**config.mk**
```make
export PLATFORM = sky130hd
export DESIGN_NAME = conv2_activation
export DESIGN_NICKNAME = d
export VERILOG_FILES = /design/src/hdl/conv2_data_pkg.sv /design/src/hdl/conv2_activation.sv
export VERILOG_INCLUDE_DIRS = /design/src /design/src/hdl
export SDC_FILE = /design/constraint.sdc
export NUM_CORES = 1
export LEC_CHECK = 0
export CAP_MARGIN = 20
export CELL_PAD_IN_SITES_DETAIL_PLACEMENT = 1
export CELL_PAD_IN_SITES_GLOBAL_PLACEMENT = 2
export CORE_AREA = 8 8 136 138
export CTS_BUF_LIST = sky130_fd_sc_hd__clkbuf_4 sky130_fd_sc_hd__clkbuf_8
export CTS_CLUSTER_DIAMETER = 40
export DETAILED_ROUTE_END_ITERATION = 6
export DIE_AREA = 0 0 144 146
export DONT_BUFFER_PORTS = 1
export GPL_TIMING_DRIVEN = 0
export MAX_ROUTING_LAYER = met4
export PLACE_DENSITY_LB_ADDON = 0.15
export SLEW_MARGIN = 40
export SYNTH_ARGS = -nofsm -noshare
export SYNTH_HDL_FRONTEND = slang
export SYNTH_SLANG_ARGS = --single-unit
```
**constraint.sdc**
```tcl
create_clock -name clk -period 0.9 [get_ports clk]
set_clock_uncertainty 0.15 [all_clocks]
set_input_delay 0.27 -clock clk [delete_from_list [all_inputs] [get_ports clk]]
set_output_delay 0.27 -clock clk [all_outputs]
set_load 0.005 [all_outputs]
```
**src/hdl/conv2_settings.svh**
```systemverilog
`ifndef CONV2_SETTINGS_SVH
`define CONV2_SETTINGS_SVH

// feature map geometry
`define CONV2_ROW_PIXELS  12 // pixels per row
`define CONV2_CHANNELS    4  // input channels
`define CONV2_FMAP_ROWS   16 // rows per map
`define CONV2_NUM_KERNELS 8  // kernels per frame

// datapath widths
`define CONV2_PIX_W       8  // pixel / weight width
`define CONV2_PSUM_W      22 // partial sum, holds 36 taps of 255 x -128

// activation
`define CONV2_ACT_SHIFT   6  // right shift before saturation

// memory addressing
`define CONV2_ADDR_W      4  // one address per row

`endif

```
**src/hdl/conv2_data_pkg.sv**
```systemverilog
`include "conv2_settings.svh"

package conv2_data_pkg;

  // unsigned pixel from the previous layer
  typedef logic [`CONV2_PIX_W-1:0] pixel_t;

  // signed filter tap
  typedef logic signed [`CONV2_PIX_W-1:0] weight_t;

  // signed accumulator, one per output lane
  typedef logic signed [`CONV2_PSUM_W-1:0] psum_t;

  // one channel row, pixel x in byte x
  typedef pixel_t [`CONV2_ROW_PIXELS-1:0] pix_row_t;

  // the same row across all channels
  typedef pix_row_t [`CONV2_CHANNELS-1:0] chan_rows_t;

  // one filter row, byte (column*channels + channel)
  typedef weight_t [3*`CONV2_CHANNELS-1:0] filt_row_t;

  // one row of partial sums
  typedef psum_t [`CONV2_ROW_PIXELS-1:0] psum_row_t;

endpackage

```
**src/hdl/conv2_activation.sv**
```systemverilog
`timescale 1ns/10ps
`include "conv2_settings.svh"

module conv2_activation (
  input  logic                      clk,
  input  logic                      rst_n,
  input  logic                      en,
  input  logic                      psum_valid,
  input  conv2_data_pkg::psum_row_t psum_row,
  output conv2_data_pkg::pix_row_t  out_row,
  output logic                      out_valid
);
  import conv2_data_pkg::*;

  pix_row_t act;

  // relu, shift, clamp to 8 bits
  always_comb begin
    psum_t shifted;
    for (int x = 0; x < `CONV2_ROW_PIXELS; x++) begin
      shifted = psum_row[x] >> `CONV2_ACT_SHIFT;
      if (psum_row[x][`CONV2_PSUM_W-1]) begin
        act[x] = '0; // negative sum
      end else if (|shifted[`CONV2_PSUM_W-1:`CONV2_PIX_W]) begin
        act[x] = '1; // saturate at 255
      end else begin
        act[x] = pixel_t'(shifted);
      end
    end
  end

  always_ff @(posedge clk or negedge rst_n) begin
    if (!rst_n) begin
      out_valid <= 1'b0;
    end else if (en) begin
      out_valid <= psum_valid;
    end
  end

  always_ff @(posedge clk) begin
    if (en && psum_valid) begin
      out_row <= act;
    end
  end

endmodule

```
==> flow_summary_export.csv <==
group,metric,value,unit
timing,setup_viol,99,
global_routing,grt_overflow,0,
clocking,cts.sinks,97,
yosys,yosysWarningCount,0,
hold_path,hold_class,"in -> reg",
layout,register_area,2910,um^2
die,die_x,144,um
clocking,cts-root-buf,"clkbuf_8",
yosys,synth_area_leader_cell,"edfxtp_1",
clocking,cts_tree,"done",
die,coreArea,16300,um^2
placed_design,dpl.hpwl,11000,um
yosys,syn_area_per_cell,12.7,um^2
critical_path,crit_required,0.48,ns
layout,fin_nets,640,
clocking,cts_made_buffers,9,
timing,worst_slack,-0.327,ns
yosys,yosys-top-cells-area,"edfxtp_1, a31oi_1, nor2_1",
yosys,synth.most_common_cell,"nor2_1",
die,initial_core_util,26.3,%
timing,post-route-period-util,136,%
layout,fin_util,31.1,%
run_status,status,"finished with violations",
clocking,clk_latency,0.36,ns
routing,drtIter0Drc,89,
timing,fmax,815,MHz
routing,wl,14200,um
routing,drt_pass1_iterations,4,
placed_design,portBuffers,0,
power,vdd_drop_max,618,uV
die,rows,47,
yosys,synth-main-ff-cell,"edfxtp_1",
yosys,synth_area,4290,um^2
clocking,cts.path.max_buffers,2,
power,power_density,1860,nW/um^2
clocking,path_clk_slew,0.10,ns
die,die_h,146,um
yosys,synth_common_cells,"nor2_1, a31oi_1, edfxtp_1",
yosys,ys_types,9,
timing,fin_hold_ws,-0.0938,ns
timing,hold_violations,1,
yosys,netlist_instances,339,
timing,worst_pin_slew,0.504,ns
critical_path,worstSetupEndpointType,"primary output",
job,maxCapViolCount,0,
global_routing,grt_pass1_vias,3328,
run_status,violations,"negative hold slack, negative setup slack",
layout,diodes,0,
global_routing,antenna_found_initial,0,
yosys,ys_seq_elements,97,
die,die_area,21000,um^2
global_routing,grt_pass1_wl,20200,um
placed_design,place_ws,-0.601,ns
critical_path,worstPathArrival,0.81,ns
power,p_total,9.41,mW
power,p_leak,1.61,nW
routing,viasPerCell,5.07,
routing,ant_nets,0,
timing,drv_slew,0,
layout,multi_input_area,1340,um^2
clocking,ctsHoldBuffers,2,
layout,area_delta_synth_final,18.0,%
yosys,yosysTopAreaCellShare,67.2,%
critical_path,crit_type,"reg -> out",
clocking,h-tree-depth,3,
layout,n_fill_cell,1801,
yosys,seq_area_frac_synth,67.8,%
timing,rsz0062_at_grt,"true",
yosys,synth_edf_count,96,
die,ioPinCount,365,
layout,drive_gt1_share,19.6,%
routing,avgRoutedWirePerCell,23.7,um
yosys,async_reset_ff_share,1.03,%
routing,num_vias,3024,
critical_path,crit_fanout,1,
timing,period_minus_slack,1.23,ns
global_routing,track_usage,13.2,%
global_routing,grt_max_degree,33,
placed_design,globalplace.congestion,0.762,
routing,drc,0,
timing,relSlewSlack,66.3,%
critical_path,cp-start-kind,"flip-flop",
yosys,synth_fp_nets,607,
==> logic make-up (layout without fill, tap and decap cells) <==
logic type	after synthesis	in the layout	synth area share, %
AOI/OAI and AO/OA	96	96	14.0
muxes	1	1	0.262
DFF	97	97	67.8
buffers and inverters	24	61	2.45
and+or+nand+nor	121	122	15.5
==> layout make-up <==
type                            instances  share of cell area, %
Buffer                                 24                   2.07
Clock buffer                            9                   2.45
Clock inverter                          7                   1.85
Multi-Input combinational cell        219                   26.5
Sequential cell                        97                   57.4
Tap cell                              220                   5.43
Timing Repair Buffer                   21                   4.27
==> power breakdown <==
group	switching (mW)	internal, mW	total [mW]
registers	0.199	5.32	5.52
clock network	1.61	1.57	3.18
logic	0.444	0.272	0.716
==> timing repair <==
| action | CTS | global route |
|---|---|---|
| resized for setup | 5 | 10 |
| gates cloned | 2 | 0 |
| pin swaps | 12 | 2 |
| setup endpoints to repair | 214 | 143 |
| hold endpoints to repair | 8 | 1 |
| setup buffers | 14 | 2 |
==> cell usage in the layout, fill, tap and decap left out, drive strengths merged <==
master         n
dfrtp          1
and2           2
edfxtp        96
clkinv         4
inv            1
buf           30
a31oi         96
nor2         108
bufinv         2
dlygate4sd3    2
nor4          12
mux2           1
clkbuf        21
bufbuf         1
==> per-stage QoR <==
| stage | cell area, um^2 | instances | setup TNS (ns) |
|---|---|---|---|
| after floorplan | 4290 | 339 | -90.58 |
| after global placement | 4570 | 559 | -133.87 |
| after detailed placement | 4610 | 561 | -90.08 |
| after CTS | 5000 | 595 | -32.93 |
| after global routing | 5070 | 597 | -33.76 |
| final | 5070 | 597 | -28.79 |
==> worst paths after layout <==
path,from,end,slack (ns),cells past startpoint
max,out_row[74],out_row[74],-0.33,0
min,psum_valid,out_valid,-0.09,1
max reg2reg,out_valid,out_valid,-0.02,1
min reg2reg,out_valid,out_valid,0.41,1
max in group asynchronous,rst_n,out_valid,-0.01,2
min in group asynchronous,rst_n,out_valid,0.50,2
==> flip-flops by register name, summed over array words and instances (netlist names) <==
name and cells:
out_row 96, out_valid 1
==> layer usage <==
metal  part of all wire, %  vias up  global-route usage (%)
met3                   9.2       14                    4.33
met2                    50      167                    21.4
met1                    39     1456                    14.7
met4                   1.8        0                    5.16
li1                      -     1387                       -
met5                     0        -                       -
No activity file was read; power rests on OpenSTA's default activity.
