[src/hdl/conv2_settings.svh]
`ifndef CONV2_SETTINGS_SVH
`define CONV2_SETTINGS_SVH

// feature map geometry
`define CONV2_ROW_PIXELS  12 // pixels per row
`define CONV2_CHANNELS    4  // input channels
`define CONV2_FMAP_ROWS   16 // rows per map
`define CONV2_NUM_KERNELS 8  // kernels per frame

// datapath widths
`define CONV2_PIX_W       8  // pixel / weight width
`define CONV2_PSUM_W      22 // partial sum, holds 36 taps of 255 x -128

// activation
`define CONV2_ACT_SHIFT   6  // right shift before saturation

// memory addressing
`define CONV2_ADDR_W      4  // one address per row

`endif

[src/hdl/conv2_data_pkg.sv]
`include "conv2_settings.svh"

package conv2_data_pkg;

  // unsigned pixel from the previous layer
  typedef logic [`CONV2_PIX_W-1:0] pixel_t;

  // signed filter tap
  typedef logic signed [`CONV2_PIX_W-1:0] weight_t;

  // signed accumulator, one per output lane
  typedef logic signed [`CONV2_PSUM_W-1:0] psum_t;

  // one channel row, pixel x in byte x
  typedef pixel_t [`CONV2_ROW_PIXELS-1:0] pix_row_t;

  // the same row across all channels
  typedef pix_row_t [`CONV2_CHANNELS-1:0] chan_rows_t;

  // one filter row, byte (column*channels + channel)
  typedef weight_t [3*`CONV2_CHANNELS-1:0] filt_row_t;

  // one row of partial sums
  typedef psum_t [`CONV2_ROW_PIXELS-1:0] psum_row_t;

endpackage

[src/hdl/conv2_ctrl_pkg.sv]
`include "conv2_settings.svh"

package conv2_ctrl_pkg;

  // controller phase
  typedef enum logic {
    IDLE,   // loading rows from the host
    REPLAY  // replaying the map once per kernel
  } ctrl_phase_t;

  // row address into the line memories
  typedef logic [`CONV2_ADDR_W-1:0] row_addr_t;

  // current kernel pass
  typedef logic [$clog2(`CONV2_NUM_KERNELS)-1:0] kernel_idx_t;

endpackage

[src/hdl/conv2_line_sram.sv]
`timescale 1ns/10ps
`include "conv2_settings.svh"

module conv2_line_sram (
  input  logic                      clk,
  input  logic                      en,
  input  logic                      we,
  input  conv2_ctrl_pkg::row_addr_t addr,
  input  conv2_data_pkg::pix_row_t  din,
  output conv2_data_pkg::pix_row_t  dout
);
  import conv2_data_pkg::*;

  pix_row_t mem [`CONV2_FMAP_ROWS]; // one entry per map row

  // single port, write has priority over read
  always_ff @(posedge clk) begin
    if (en) begin
      if (we) begin
        mem[addr] <= din;
      end else begin
        dout <= mem[addr]; // data valid the cycle after the address
      end
    end
  end

endmodule

[config.mk]
export PLATFORM = sky130hd
export DESIGN_NAME = conv2_line_sram
export DESIGN_NICKNAME = d
export VERILOG_FILES = /design/src/hdl/conv2_data_pkg.sv /design/src/hdl/conv2_ctrl_pkg.sv /design/src/hdl/conv2_line_sram.sv
export VERILOG_INCLUDE_DIRS = /design/src /design/src/hdl
export SDC_FILE = /design/constraint.sdc
export NUM_CORES = 1
export LEC_CHECK = 0
export BUFFER_PORTS_ARGS = -buffer_cell sky130_fd_sc_hd__buf_4
export CORE_MARGIN = 10
export CORE_UTILIZATION = 47
export DETAILED_ROUTE_END_ITERATION = 16
export GPL_TIMING_DRIVEN = 0
export PLACE_DENSITY = 0.73
export SLEW_MARGIN = 20
export SYNTH_ARGS = -nofsm -noshare
export SYNTH_HDL_FRONTEND = slang
export SYNTH_SLANG_ARGS = --single-unit
[constraint.sdc]
create_clock -name clk -period 18.8 [get_ports clk]
set_input_delay 3.76 -clock clk [delete_from_list [all_inputs] [get_ports clk]]
set_output_delay 3.76 -clock clk [all_outputs]
set_load 0.01 [all_outputs]
==> impl_metrics.tcl <==
set metrics [dict create \
    cts.clk_slew.worst_paths_ns 0.06 \
    hold_violations 0 \
    portBuffers 196 \
    use_met2 0.346 \
    cp-end-kind "flop" \
    postCtsHoldBufs 0 \
    switching_share 0.207 \
    min_to "dout[81]" \
    dieHeight_um 378 \
    worstSetupStartpointType "primary input" \
    worst_r2r_startpoint "mem[11][33]" \
    min-delay-start "mem[6][81]" \
    area_growth_pct 18.2 \
    ys_seq_area_frac 0.813 \
    grt_start_max_net_pins 25 \
    setup_viol 0 \
    skew_ns 0.0264 \
    synth_common_cells "edfxtp_1 (1,632), mux4_2 (384), a22oi_1 (192)" \
    root_buffer "clkbuf_16" \
    cell_internal_pwr_mw 5.94 \
    finalPower_mw 7.50 \
    drc 0 \
    final_layout_size_suffix_gt1_frac 0.332 \
    period_needed_ns 6.67 \
    min_path_type "flop to flop" \
    wl_per_cell_um 31.7 \
    power_density_nw_per_um2 105 \
    cts_max_level 4 \
    crit_slowest_cell "nor3_2" \
    rows 131 \
    seqPwrFrac 0.543 \
    drtIter0Drc 4213 \
    outcome "completed" \
    cp.required_ns 19.24 \
    fp.dieW_um 378 \
    syn_nets 2567 \
    leakage_nw 22.9 \
    p_clk_frac 0.409 \
    grt_pass1_wl_um 217000 \
    ys_top_cells_by_area "edfxtp_1 (81%), mux4_2 (14%), a22oi_1 (2.4%)" \
    syn_area_sq_um 60300 \
    met3_usage 0.0566 \
    slew_viol_final 0 \
    final_antenna_net_count 0 \
    drt-total-wl_um 151000 \
    async_reset_ff_frac 0 \
    dr.pass1.iters 5 \
    cts_buffers 157 \
    arrival_ns 7.11 \
    final_nets 3060 \
    cts_resized 0 \
    yosysUniqueCellTypes 17 \
    ioPinCount 199 \
    reg2reg_slack_ns 17.13 \
    grt_setup_unrepaired "false" \
    grt_pass1_vias 30200 \
    clock_latency_ns 0.77 \
    dp.cells 4460 \
    p_switching_mw 1.55 \
    synth.most_common_cell "edfxtp_1" \
    vdd_drop_max_mv 0.0968 \
    cts_tree "yes" \
    synth_top_flop_cell "edfxtp_1" \
    crit_top_cell "buf_4" \
    max_freq_ghz 0.150 \
    synth_edf_count 1632 \
    yosys.area.top_type "edfxtp_1" \
    crit_family "buffers and inverters" \
    relSlewSlack 0.227 \
    ys_warn_count 0 \
    comb_power_share 0.048 \
    gr-total-overflow 0 \
    cap_violations 0 \
    start_util 0.472 \
    via_count 29200 \
    path_class "primary input to flop" \
    synth_area_per_cell_sq_um 24.5 \
    core_region_area_sq_um 128000 \
    fin_cells 4747 \
    gp_congestion 0.754 \
    yosysTopAreaCellShare 0.813 \
    numClockSinks 1632 \
    ys_seq_elements 1632 \
    crit_fanout 10 \
    cpPeakStageDelay_ns 0.70 \
    finalCritPeriodShare 0.355 \
    postCtsSetupBuffers 0 \
    grt_busiest_layer "met2" \
    crit_chain "buf_2, buf_2, buf_2, nand4b_1, nor3_2, buf_4, buf_4, buf_4, buf_4" \
    dpl.hpwl_um 96600 \
    antenna_found_initial 19 \
    clockBufferDepth 3 \
    dieArea_sq_um 143000 \
    syn_inst 2464 \
    fin_setup_tns_ns 0 \
    grt_usage 0.210 \
    viasPerCell 6.16 \
    use_met1 0.272 \
    worstRegToRegCells 3 \
    tightest_slew_ns 1.16 \
    worst_r2r_endpoint "dout[33]" \
    whs_path_depth 3 \
    critPathBufInv 7 \
]
## layout make-up
cell class / instances / area, sq um
timing repair buffer: 334 / 3810
tap: 1662 / 2080
clock inverter: 90 / 791
multi-input combinational: 701 / 10700
fill: 8975 / 56300
antenna: 6 / 15.0
buffer: 131 / 651
clock buffer: 191 / 4160
sequential: 1632 / 49000
## flip-flops by register name, summed over array words and instances (netlist names)
name  cells
mem    1536
dout     96
## cells by family (layout without fill, tap and decap cells)
kind of cell	Yosys count	in the layout	synth area share
AO/OA/AOI/OAI	192	192	0.0239
other	0	6	0
buffers and inverters	131	746	0.0108
flip-flops	1632	1632	0.813
multiplexers	384	384	0.144
AND/OR/NAND/NOR	125	125	0.00837
## per-layer routing
layer  up-vias  share of wire
met2      1864           0.50
li1      11700              -
met4        26          0.027
met3       308           0.11
met5         -         0.0010
met1     15400           0.36
## worst reg2reg max path, cell delays in order (launching register included)
cell,delay (ns)
edfxtp_1,0.38
mux4_2,0.49
a22oi_1,0.39
nand2_1,0.15
## metrics by stage
| stage | cell area (sq um) | worst slack, ns | hold WS [ns] | utilization |
|---|---|---|---|---|
| 6_report | 71200 | 12.13 | 0.759 | 0.559 |
| 5_1_grt | 71200 | 12.09 | 0.788 | 0.559 |
| 4_1_cts | 71200 | 12.20 | 0.757 | 0.558 |
| 3_5_place_dp | 66300 | 11.51 | 0.742 | 0.520 |
| 3_3_place_gp | 63800 | -1.24 | 0.733 | 0.500 |
| 2_1_floorplan | 60300 | 6.99 | 0.710 | - |
## worst max-delay path by stage
| stage | from | to | slack, ns | cells past startpoint |
|---|---|---|---|---|
| after CTS | addr[1] | mem[2][39] | 12.20 | 9 |
| after floorplan | addr[0] | mem[0][0] | 6.99 | 5 |
| final | addr[1] | mem[2][39] | 12.13 | 9 |
| after detailed placement | addr[1] | mem[2][39] | 11.51 | 9 |
| after global placement | addr[1] | mem[3][39] | -1.24 | 5 |
| after global routing | addr[1] | mem[2][40] | 12.09 | 9 |
## power groups by stage
stage	combinational, mW	sequential (mW)	clock (mW)
floorplan	0.179	4.16	0
global placement	0.327	4.16	0
detailed placement	0.358	4.15	0
CTS	0.362	4.07	3.10
global route	0.382	4.07	3.25
finish	0.359	4.07	3.06
## layout by cell type (no fill, tap or decap), drive strengths merged
master	Yosys	layout
clkinv	0	61
diode	0	6
and2	1	1
a22oi	192	192
nand4	1	1
clkinvlp	0	11
nor2b	3	3
inv	0	6
buf	85	419
or3	1	1
edfxtp	1632	1632
nand4b	2	2
nand2b	2	2
nor2	13	13
mux4	384	384
nand2	98	98
nor3	4	4
bufinv	0	12
clkbuf	46	237
Note: power is estimated with default switching activity, not from simulation.
