File: config.mk
export PLATFORM = sky130hd
export DESIGN_NAME = conv2_row_ctrl_flat
export DESIGN_NICKNAME = d
export VERILOG_FILES = /design/src/hdl/conv2_data_pkg.sv /design/src/hdl/conv2_ctrl_pkg.sv /design/src/hdl/conv2_row_if.sv /design/src/hdl/conv2_row_ctrl.sv /design/src/flat_wrapper.sv
export VERILOG_INCLUDE_DIRS = /design/src /design/src/hdl
export SDC_FILE = /design/constraint.sdc
export NUM_CORES = 1
export LEC_CHECK = 0
export ABC_AREA = 1
export CAP_MARGIN = 10
export CORE_AREA = 5 5 56 58
export DETAILED_ROUTE_END_ITERATION = 12
export DIE_AREA = 0 0 61 63
export DONT_BUFFER_PORTS = 1
export PLACE_DENSITY = 0.53
export SLEW_MARGIN = 10
export SYNTH_ARGS = -nofsm -noshare
export SYNTH_HDL_FRONTEND = slang
export SYNTH_SLANG_ARGS = --single-unit
File: constraint.sdc
create_clock -name clk -period 1.3 [get_ports clk]
set_clock_uncertainty 0.15 [all_clocks]
set_input_delay 0.13 -clock clk [delete_from_list [all_inputs] [get_ports clk]]
set_output_delay 0.13 -clock clk [all_outputs]
set_load 0.03 [all_outputs]
File: src/hdl/conv2_settings.svh
`ifndef CONV2_SETTINGS_SVH
`define CONV2_SETTINGS_SVH

// feature map geometry
`define CONV2_ROW_PIXELS  12 // pixels per row
`define CONV2_CHANNELS    4  // input channels
`define CONV2_FMAP_ROWS   16 // rows per map
`define CONV2_NUM_KERNELS 8  // kernels per frame

// datapath widths
`define CONV2_PIX_W       8  // pixel / weight width
`define CONV2_PSUM_W      22 // partial sum, holds 36 taps of 255 x -128

// activation
`define CONV2_ACT_SHIFT   6  // right shift before saturation

// memory addressing
`define CONV2_ADDR_W      4  // one address per row

`endif

File: src/hdl/conv2_data_pkg.sv
`include "conv2_settings.svh"

package conv2_data_pkg;

  // unsigned pixel from the previous layer
  typedef logic [`CONV2_PIX_W-1:0] pixel_t;

  // signed filter tap
  typedef logic signed [`CONV2_PIX_W-1:0] weight_t;

  // signed accumulator, one per output lane
  typedef logic signed [`CONV2_PSUM_W-1:0] psum_t;

  // one channel row, pixel x in byte x
  typedef pixel_t [`CONV2_ROW_PIXELS-1:0] pix_row_t;

  // the same row across all channels
  typedef pix_row_t [`CONV2_CHANNELS-1:0] chan_rows_t;

  // one filter row, byte (column*channels + channel)
  typedef weight_t [3*`CONV2_CHANNELS-1:0] filt_row_t;

  // one row of partial sums
  typedef psum_t [`CONV2_ROW_PIXELS-1:0] psum_row_t;

endpackage

File: src/hdl/conv2_ctrl_pkg.sv
`include "conv2_settings.svh"

package conv2_ctrl_pkg;

  // controller phase
  typedef enum logic {
    IDLE,   // loading rows from the host
    REPLAY  // replaying the map once per kernel
  } ctrl_phase_t;

  // row address into the line memories
  typedef logic [`CONV2_ADDR_W-1:0] row_addr_t;

  // current kernel pass
  typedef logic [$clog2(`CONV2_NUM_KERNELS)-1:0] kernel_idx_t;

endpackage

File: src/hdl/conv2_row_if.sv
`timescale 1ns/10ps

interface conv2_row_if;

  conv2_data_pkg::chan_rows_t rows;      // memory read data, all channels
  logic                       row_valid; // rows carry a slot of the pass
  logic                       row_pad;   // slot is a border row, use zeros
  logic                       row_first; // first slot of a kernel pass

  // controller side drives the strobes only
  modport src (
    output row_valid,
    output row_pad,
    output row_first
  );

  modport dst (
    input rows,
    input row_valid,
    input row_pad,
    input row_first
  );

endinterface

File: src/hdl/conv2_row_ctrl.sv
`timescale 1ns/10ps
`include "conv2_settings.svh"

module conv2_row_ctrl (
  input  logic                        clk,
  input  logic                        rst_n,
  input  logic                        en,
  input  logic                        din_valid,
  input  logic                        frame_end,
  output conv2_ctrl_pkg::row_addr_t   addr,
  output logic                        we,
  output conv2_ctrl_pkg::kernel_idx_t kernel_idx,
  output logic                        busy,
  conv2_row_if.src                    row_bus
);
  import conv2_ctrl_pkg::*;

  // slots 0 and LAST_SLOT are the zero rows above and below the map
  localparam int LAST_SLOT = `CONV2_FMAP_ROWS + 1;
  localparam int SLOT_W = $clog2(LAST_SLOT + 1);
  localparam kernel_idx_t LAST_KERNEL = kernel_idx_t'(`CONV2_NUM_KERNELS - 1);

  ctrl_phase_t       phase;
  row_addr_t         wr_ptr;
  logic [SLOT_W-1:0] slot;
  logic              pass_done;
  logic              issue_pad;
  logic              issue_first;

  assign busy = (phase == REPLAY);

  // host writes only land while idle
  assign we = (phase == IDLE) && din_valid;

  assign pass_done = (slot == SLOT_W'(LAST_SLOT));
  assign issue_first = busy && (slot == '0);
  assign issue_pad = busy && ((slot == '0) || pass_done);

  // slot s reads row s-1, pad slots read a don't-care row
  assign addr = busy ? row_addr_t'(slot - 1'b1) : wr_ptr;

  always_ff @(posedge clk or negedge rst_n) begin
    if (!rst_n) begin
      phase      <= IDLE;
      wr_ptr     <= '0;
      slot       <= '0;
      kernel_idx <= '0;
    end else if (en) begin
      case (phase)
        IDLE: begin
          if (frame_end) begin
            phase      <= REPLAY;
            wr_ptr     <= '0; // next map loads from row 0
            slot       <= '0;
            kernel_idx <= '0;
          end else if (din_valid) begin
            wr_ptr <= wr_ptr + 1'b1;
          end
        end
        REPLAY: begin
          if (pass_done) begin
            slot <= '0;
            if (kernel_idx == LAST_KERNEL) begin
              phase <= IDLE; // kernel_idx holds until next frame
            end else begin
              kernel_idx <= kernel_idx + 1'b1;
            end
          end else begin
            slot <= slot + 1'b1;
          end
        end
        default: begin
          phase <= IDLE;
        end
      endcase
    end
  end

  // strobes lag the address by one cycle, same as the memory read
  always_ff @(posedge clk or negedge rst_n) begin
    if (!rst_n) begin
      row_bus.row_valid <= 1'b0;
      row_bus.row_pad   <= 1'b0;
      row_bus.row_first <= 1'b0;
    end else if (en) begin
      row_bus.row_valid <= busy;
      row_bus.row_pad   <= issue_pad;
      row_bus.row_first <= issue_first;
    end
  end

endmodule

File: src/flat_wrapper.sv
// flat-port wrapper written by rule: the top's interface ports become plain ports
module conv2_row_ctrl_flat import conv2_ctrl_pkg::*;
  (clk, rst_n, en, din_valid, frame_end, addr, we, kernel_idx, busy, row_bus_row_valid, row_bus_row_pad, row_bus_row_first);
  conv2_row_if row_bus_i ();
  input  logic clk;
  input  logic rst_n;
  input  logic en;
  input  logic din_valid;
  input  logic frame_end;
  output conv2_ctrl_pkg::row_addr_t addr;
  output logic we;
  output conv2_ctrl_pkg::kernel_idx_t kernel_idx;
  output logic busy;
  output wire logic [$bits(row_bus_i.row_valid)-1:0] row_bus_row_valid;
  output wire logic [$bits(row_bus_i.row_pad)-1:0] row_bus_row_pad;
  output wire logic [$bits(row_bus_i.row_first)-1:0] row_bus_row_first;
  assign row_bus_row_valid = row_bus_i.row_valid;
  assign row_bus_row_pad = row_bus_i.row_pad;
  assign row_bus_row_first = row_bus_i.row_first;
  conv2_row_ctrl u_core (.clk(clk), .rst_n(rst_n), .en(en), .din_valid(din_valid), .frame_end(frame_end), .addr(addr), .we(we), .kernel_idx(kernel_idx), .busy(busy), .row_bus(row_bus_i));
endmodule
==> results_dict.tcl <==
set metrics [dict create \
    status "complete, but fails checks" \
    failed_checks "setup timing" \
    drive_gt1_share_pct 48.15 \
    highest-signal-layer "met4" \
    synth.distinct_cells 21 \
    grt-ovfl-total 0 \
    cts_max_level 1 \
    pre_cts_slack_ps -104.8 \
    cts-root-buf "clkbuf_4" \
    die_area_mm2 0.003843 \
    worst_hold_startpoint "din_valid" \
    synth_fp_nets 138 \
    maxSlewHeadroom_pct 48.64 \
    clkTransAtPathRegs_ps 100 \
    maxCapViolCount 0 \
    io_pins 17 \
    crit_required_ps 1020 \
    vdd_drop_max_v 0.001214 \
    grt_usage_pct 13.92 \
    die_y_um 63 \
    start_util_pct 37.99 \
    syn_inst 126 \
    antenna_cells 0 \
    wl_per_cell_um 11.97 \
    dr_wl_met3_um 95 \
    drc 0 \
    ys_seq_elements 16 \
    timing.fmax_ghz 0.6244 \
    wl_met1_um 1035 \
    final.setup.worst_slack_ps -301.5 \
    avgSynthCellArea_um2 7.885 \
    n_fill_cell 231 \
    clock_latency_ps 300 \
    hold_viol_final 0 \
    gp_congestion 0.7510 \
    end_kind "output pin" \
    antenna_found_initial 0 \
    min_period_ps 1601 \
    ys_warn_count 0 \
    hp-class "primary input to register" \
    worstPathArrival_ps 1320 \
    core-area_mm2 0.002615 \
    numClockSinks 16 \
    num_rows 19 \
    grt_pass1_vias 904 \
    area_growth_pct 54.16 \
    routed-wl-met2_um 1150 \
    worstHoldPathCells 3 \
    rrSetupSlack_ps -200 \
    syn_area_um2 993.5 \
    tns_ps -2959 \
    grt_max_degree 17 \
    crit_type "register to output pin" \
    slew_violations 0 \
    hold_end "u_core.wr_ptr[0]" \
    cts_buffers 3 \
    regToRegStartpoint "u_core.slot[1]" \
    cts_tree "built" \
    vias 925 \
    critPathMaxFanout 4 \
    clockBufferDepth 2 \
    grt_setup_unrepaired "yes" \
    nNetsFinal 175 \
    timing.rr.end "u_core.slot[1]" \
    ys_seq_area_share_pct 40.30 \
    setup_viol 20 \
    grt_pass1_wl_um 4084 \
    ant_nets 0 \
    crit_path_start_kind "register" \
    drt_wl_total_um 2310 \
    power_density_mw_per_mm2 1980 \
    drt_iter0_markers 30 \
    fin_crit_sh_pct 123.2 \
    dpl.hpwl_um 1686 \
    r2r_cells 9 \
    leakagePower_nw 0.7235 \
    via_per_inst 4.793 \
    firstDrtPassIters 5 \
    portBuffers 0 \
    worstMarginPinSlew_ps 767.8 \
    die_w_um 61 \
]
==> where the power goes <==
part / switching (mW) / internal, mW / leakage [nW] / total [mW]
Clock: 0.175 / 0.171 / 0.0210 / 0.346
Sequential: 0.211 / 0.674 / 0.201 / 0.884
Combinational: 0.970 / 0.832 / 0.502 / 1.80
==> cell usage after synthesis (all sizes together) <==
cell     n  share of area [%]
o211ai   1               0.76
inv     14                5.8
or2      1               0.63
nor2     9                4.9
buf      2                2.3
nand2   45                 19
nand4    3                1.9
a21oi    3                1.9
o21ai   12                6.4
nand3b   2                1.5
nand3    9                4.5
dfrtp   16                 40
ha       7                8.8
xnor2    2                1.8
==> metal layers <==
layer  GRT usage (%)  vias to the layer above
met3           3.099                        4
met4           4.878                        0
met5               0                        -
li1                -                      478
met2           21.93                       12
met1           18.32                      431
==> worst max-delay path, cell delays in order (launching register included) <==
cell     delay, ps
dfrtp_1        390
inv_2           80
ha_4           160
xnor2_1        120
o21ai_2        130
buf_6          140
==> through the flow <==
| step | total power [mW] | util, % | hold slack, ps | instances | cell area [um2] |
|---|---|---|---|---|---|
| 2_1_floorplan | 1.944 | - | -315.6 | 126 | 1081 |
| 3_3_place_gp | 2.409 | 48.61 | -315.1 | 177 | 1271 |
| 3_5_place_dp | 2.422 | 48.61 | -315.1 | 177 | 1271 |
| 4_1_cts | 3.033 | 57.56 | 24.43 | 192 | 1505 |
| 5_1_grt | 3.280 | 58.56 | 49.27 | 193 | 1531 |
| 6_report | 3.032 | 58.56 | 30.05 | 193 | 1531 |
==> registers in the layout (all words and copies together), names as in the netlist <==
signal,cells
u_core.kernel_idx,3
u_core.row_bus.row_pad,1
u_core.slot,5
u_core.row_bus.row_first,1
u_core.busy,1
u_core.row_bus.row_valid,1
u_core.wr_ptr,4
==> area by class of cell <==
cell class | count | area (um2) | area share, %
multi-input cells | 94 | 679.4 | 44.36
flip-flops and latches | 16 | 405.4 | 26.47
repair buffers | 34 | 309.0 | 20.18
inverters | 14 | 62.56 | 4.085
well taps | 31 | 38.79 | 2.533
clock buffers | 4 | 36.28 | 2.369
==> what timing repair did <==
action	CTS	global route
setup buffers	8	1
endpoints found under the setup margin	18	21
resized for setup	24	4
pin swaps	11	5
hold buffers	3	0
endpoints found under the hold margin	32	0
==> worst max-delay path by stage <==
stage                           endpoint  depth (start not counted)  slack [ps]                 start
CTS                              addr[2]                          5        -310        u_core.slot[1]
floorplan           u_core.kernel_idx[2]                          8        -120  u_core.kernel_idx[0]
detailed placement  u_core.kernel_idx[2]                          8        -100  u_core.kernel_idx[1]
global placement    u_core.kernel_idx[2]                          8         -90  u_core.kernel_idx[1]
finish                           addr[2]                          5        -300        u_core.slot[1]
global route                     addr[2]                          5        -370        u_core.slot[1]
==> layout by cell type (no fill, tap or decap), drive strengths merged <==
master	n
nand4	3
a21oi	3
buf	31
nand3	9
nand3b	2
o21ai	12
nand2	45
nor2	9
inv	14
clkbuf	4
or2	1
ha	7
o211ai	1
dfrtp	16
xnor2	2
dlygate4sd3	3
==> logic make-up (layout without fill, tap and decap cells) <==
kind of cell	Yosys count	count (layout)	share of synthesized area, %
buffers and inverters	16	52	8.061
xor gates and xnor gates	2	2	1.764
AOI/OAI and AO/OA	16	16	9.068
DFF	16	16	40.30
and+or+nand+nor	69	69	31.99
adders and majority gates	7	7	8.816
Power figures use the tool's default switching activity.
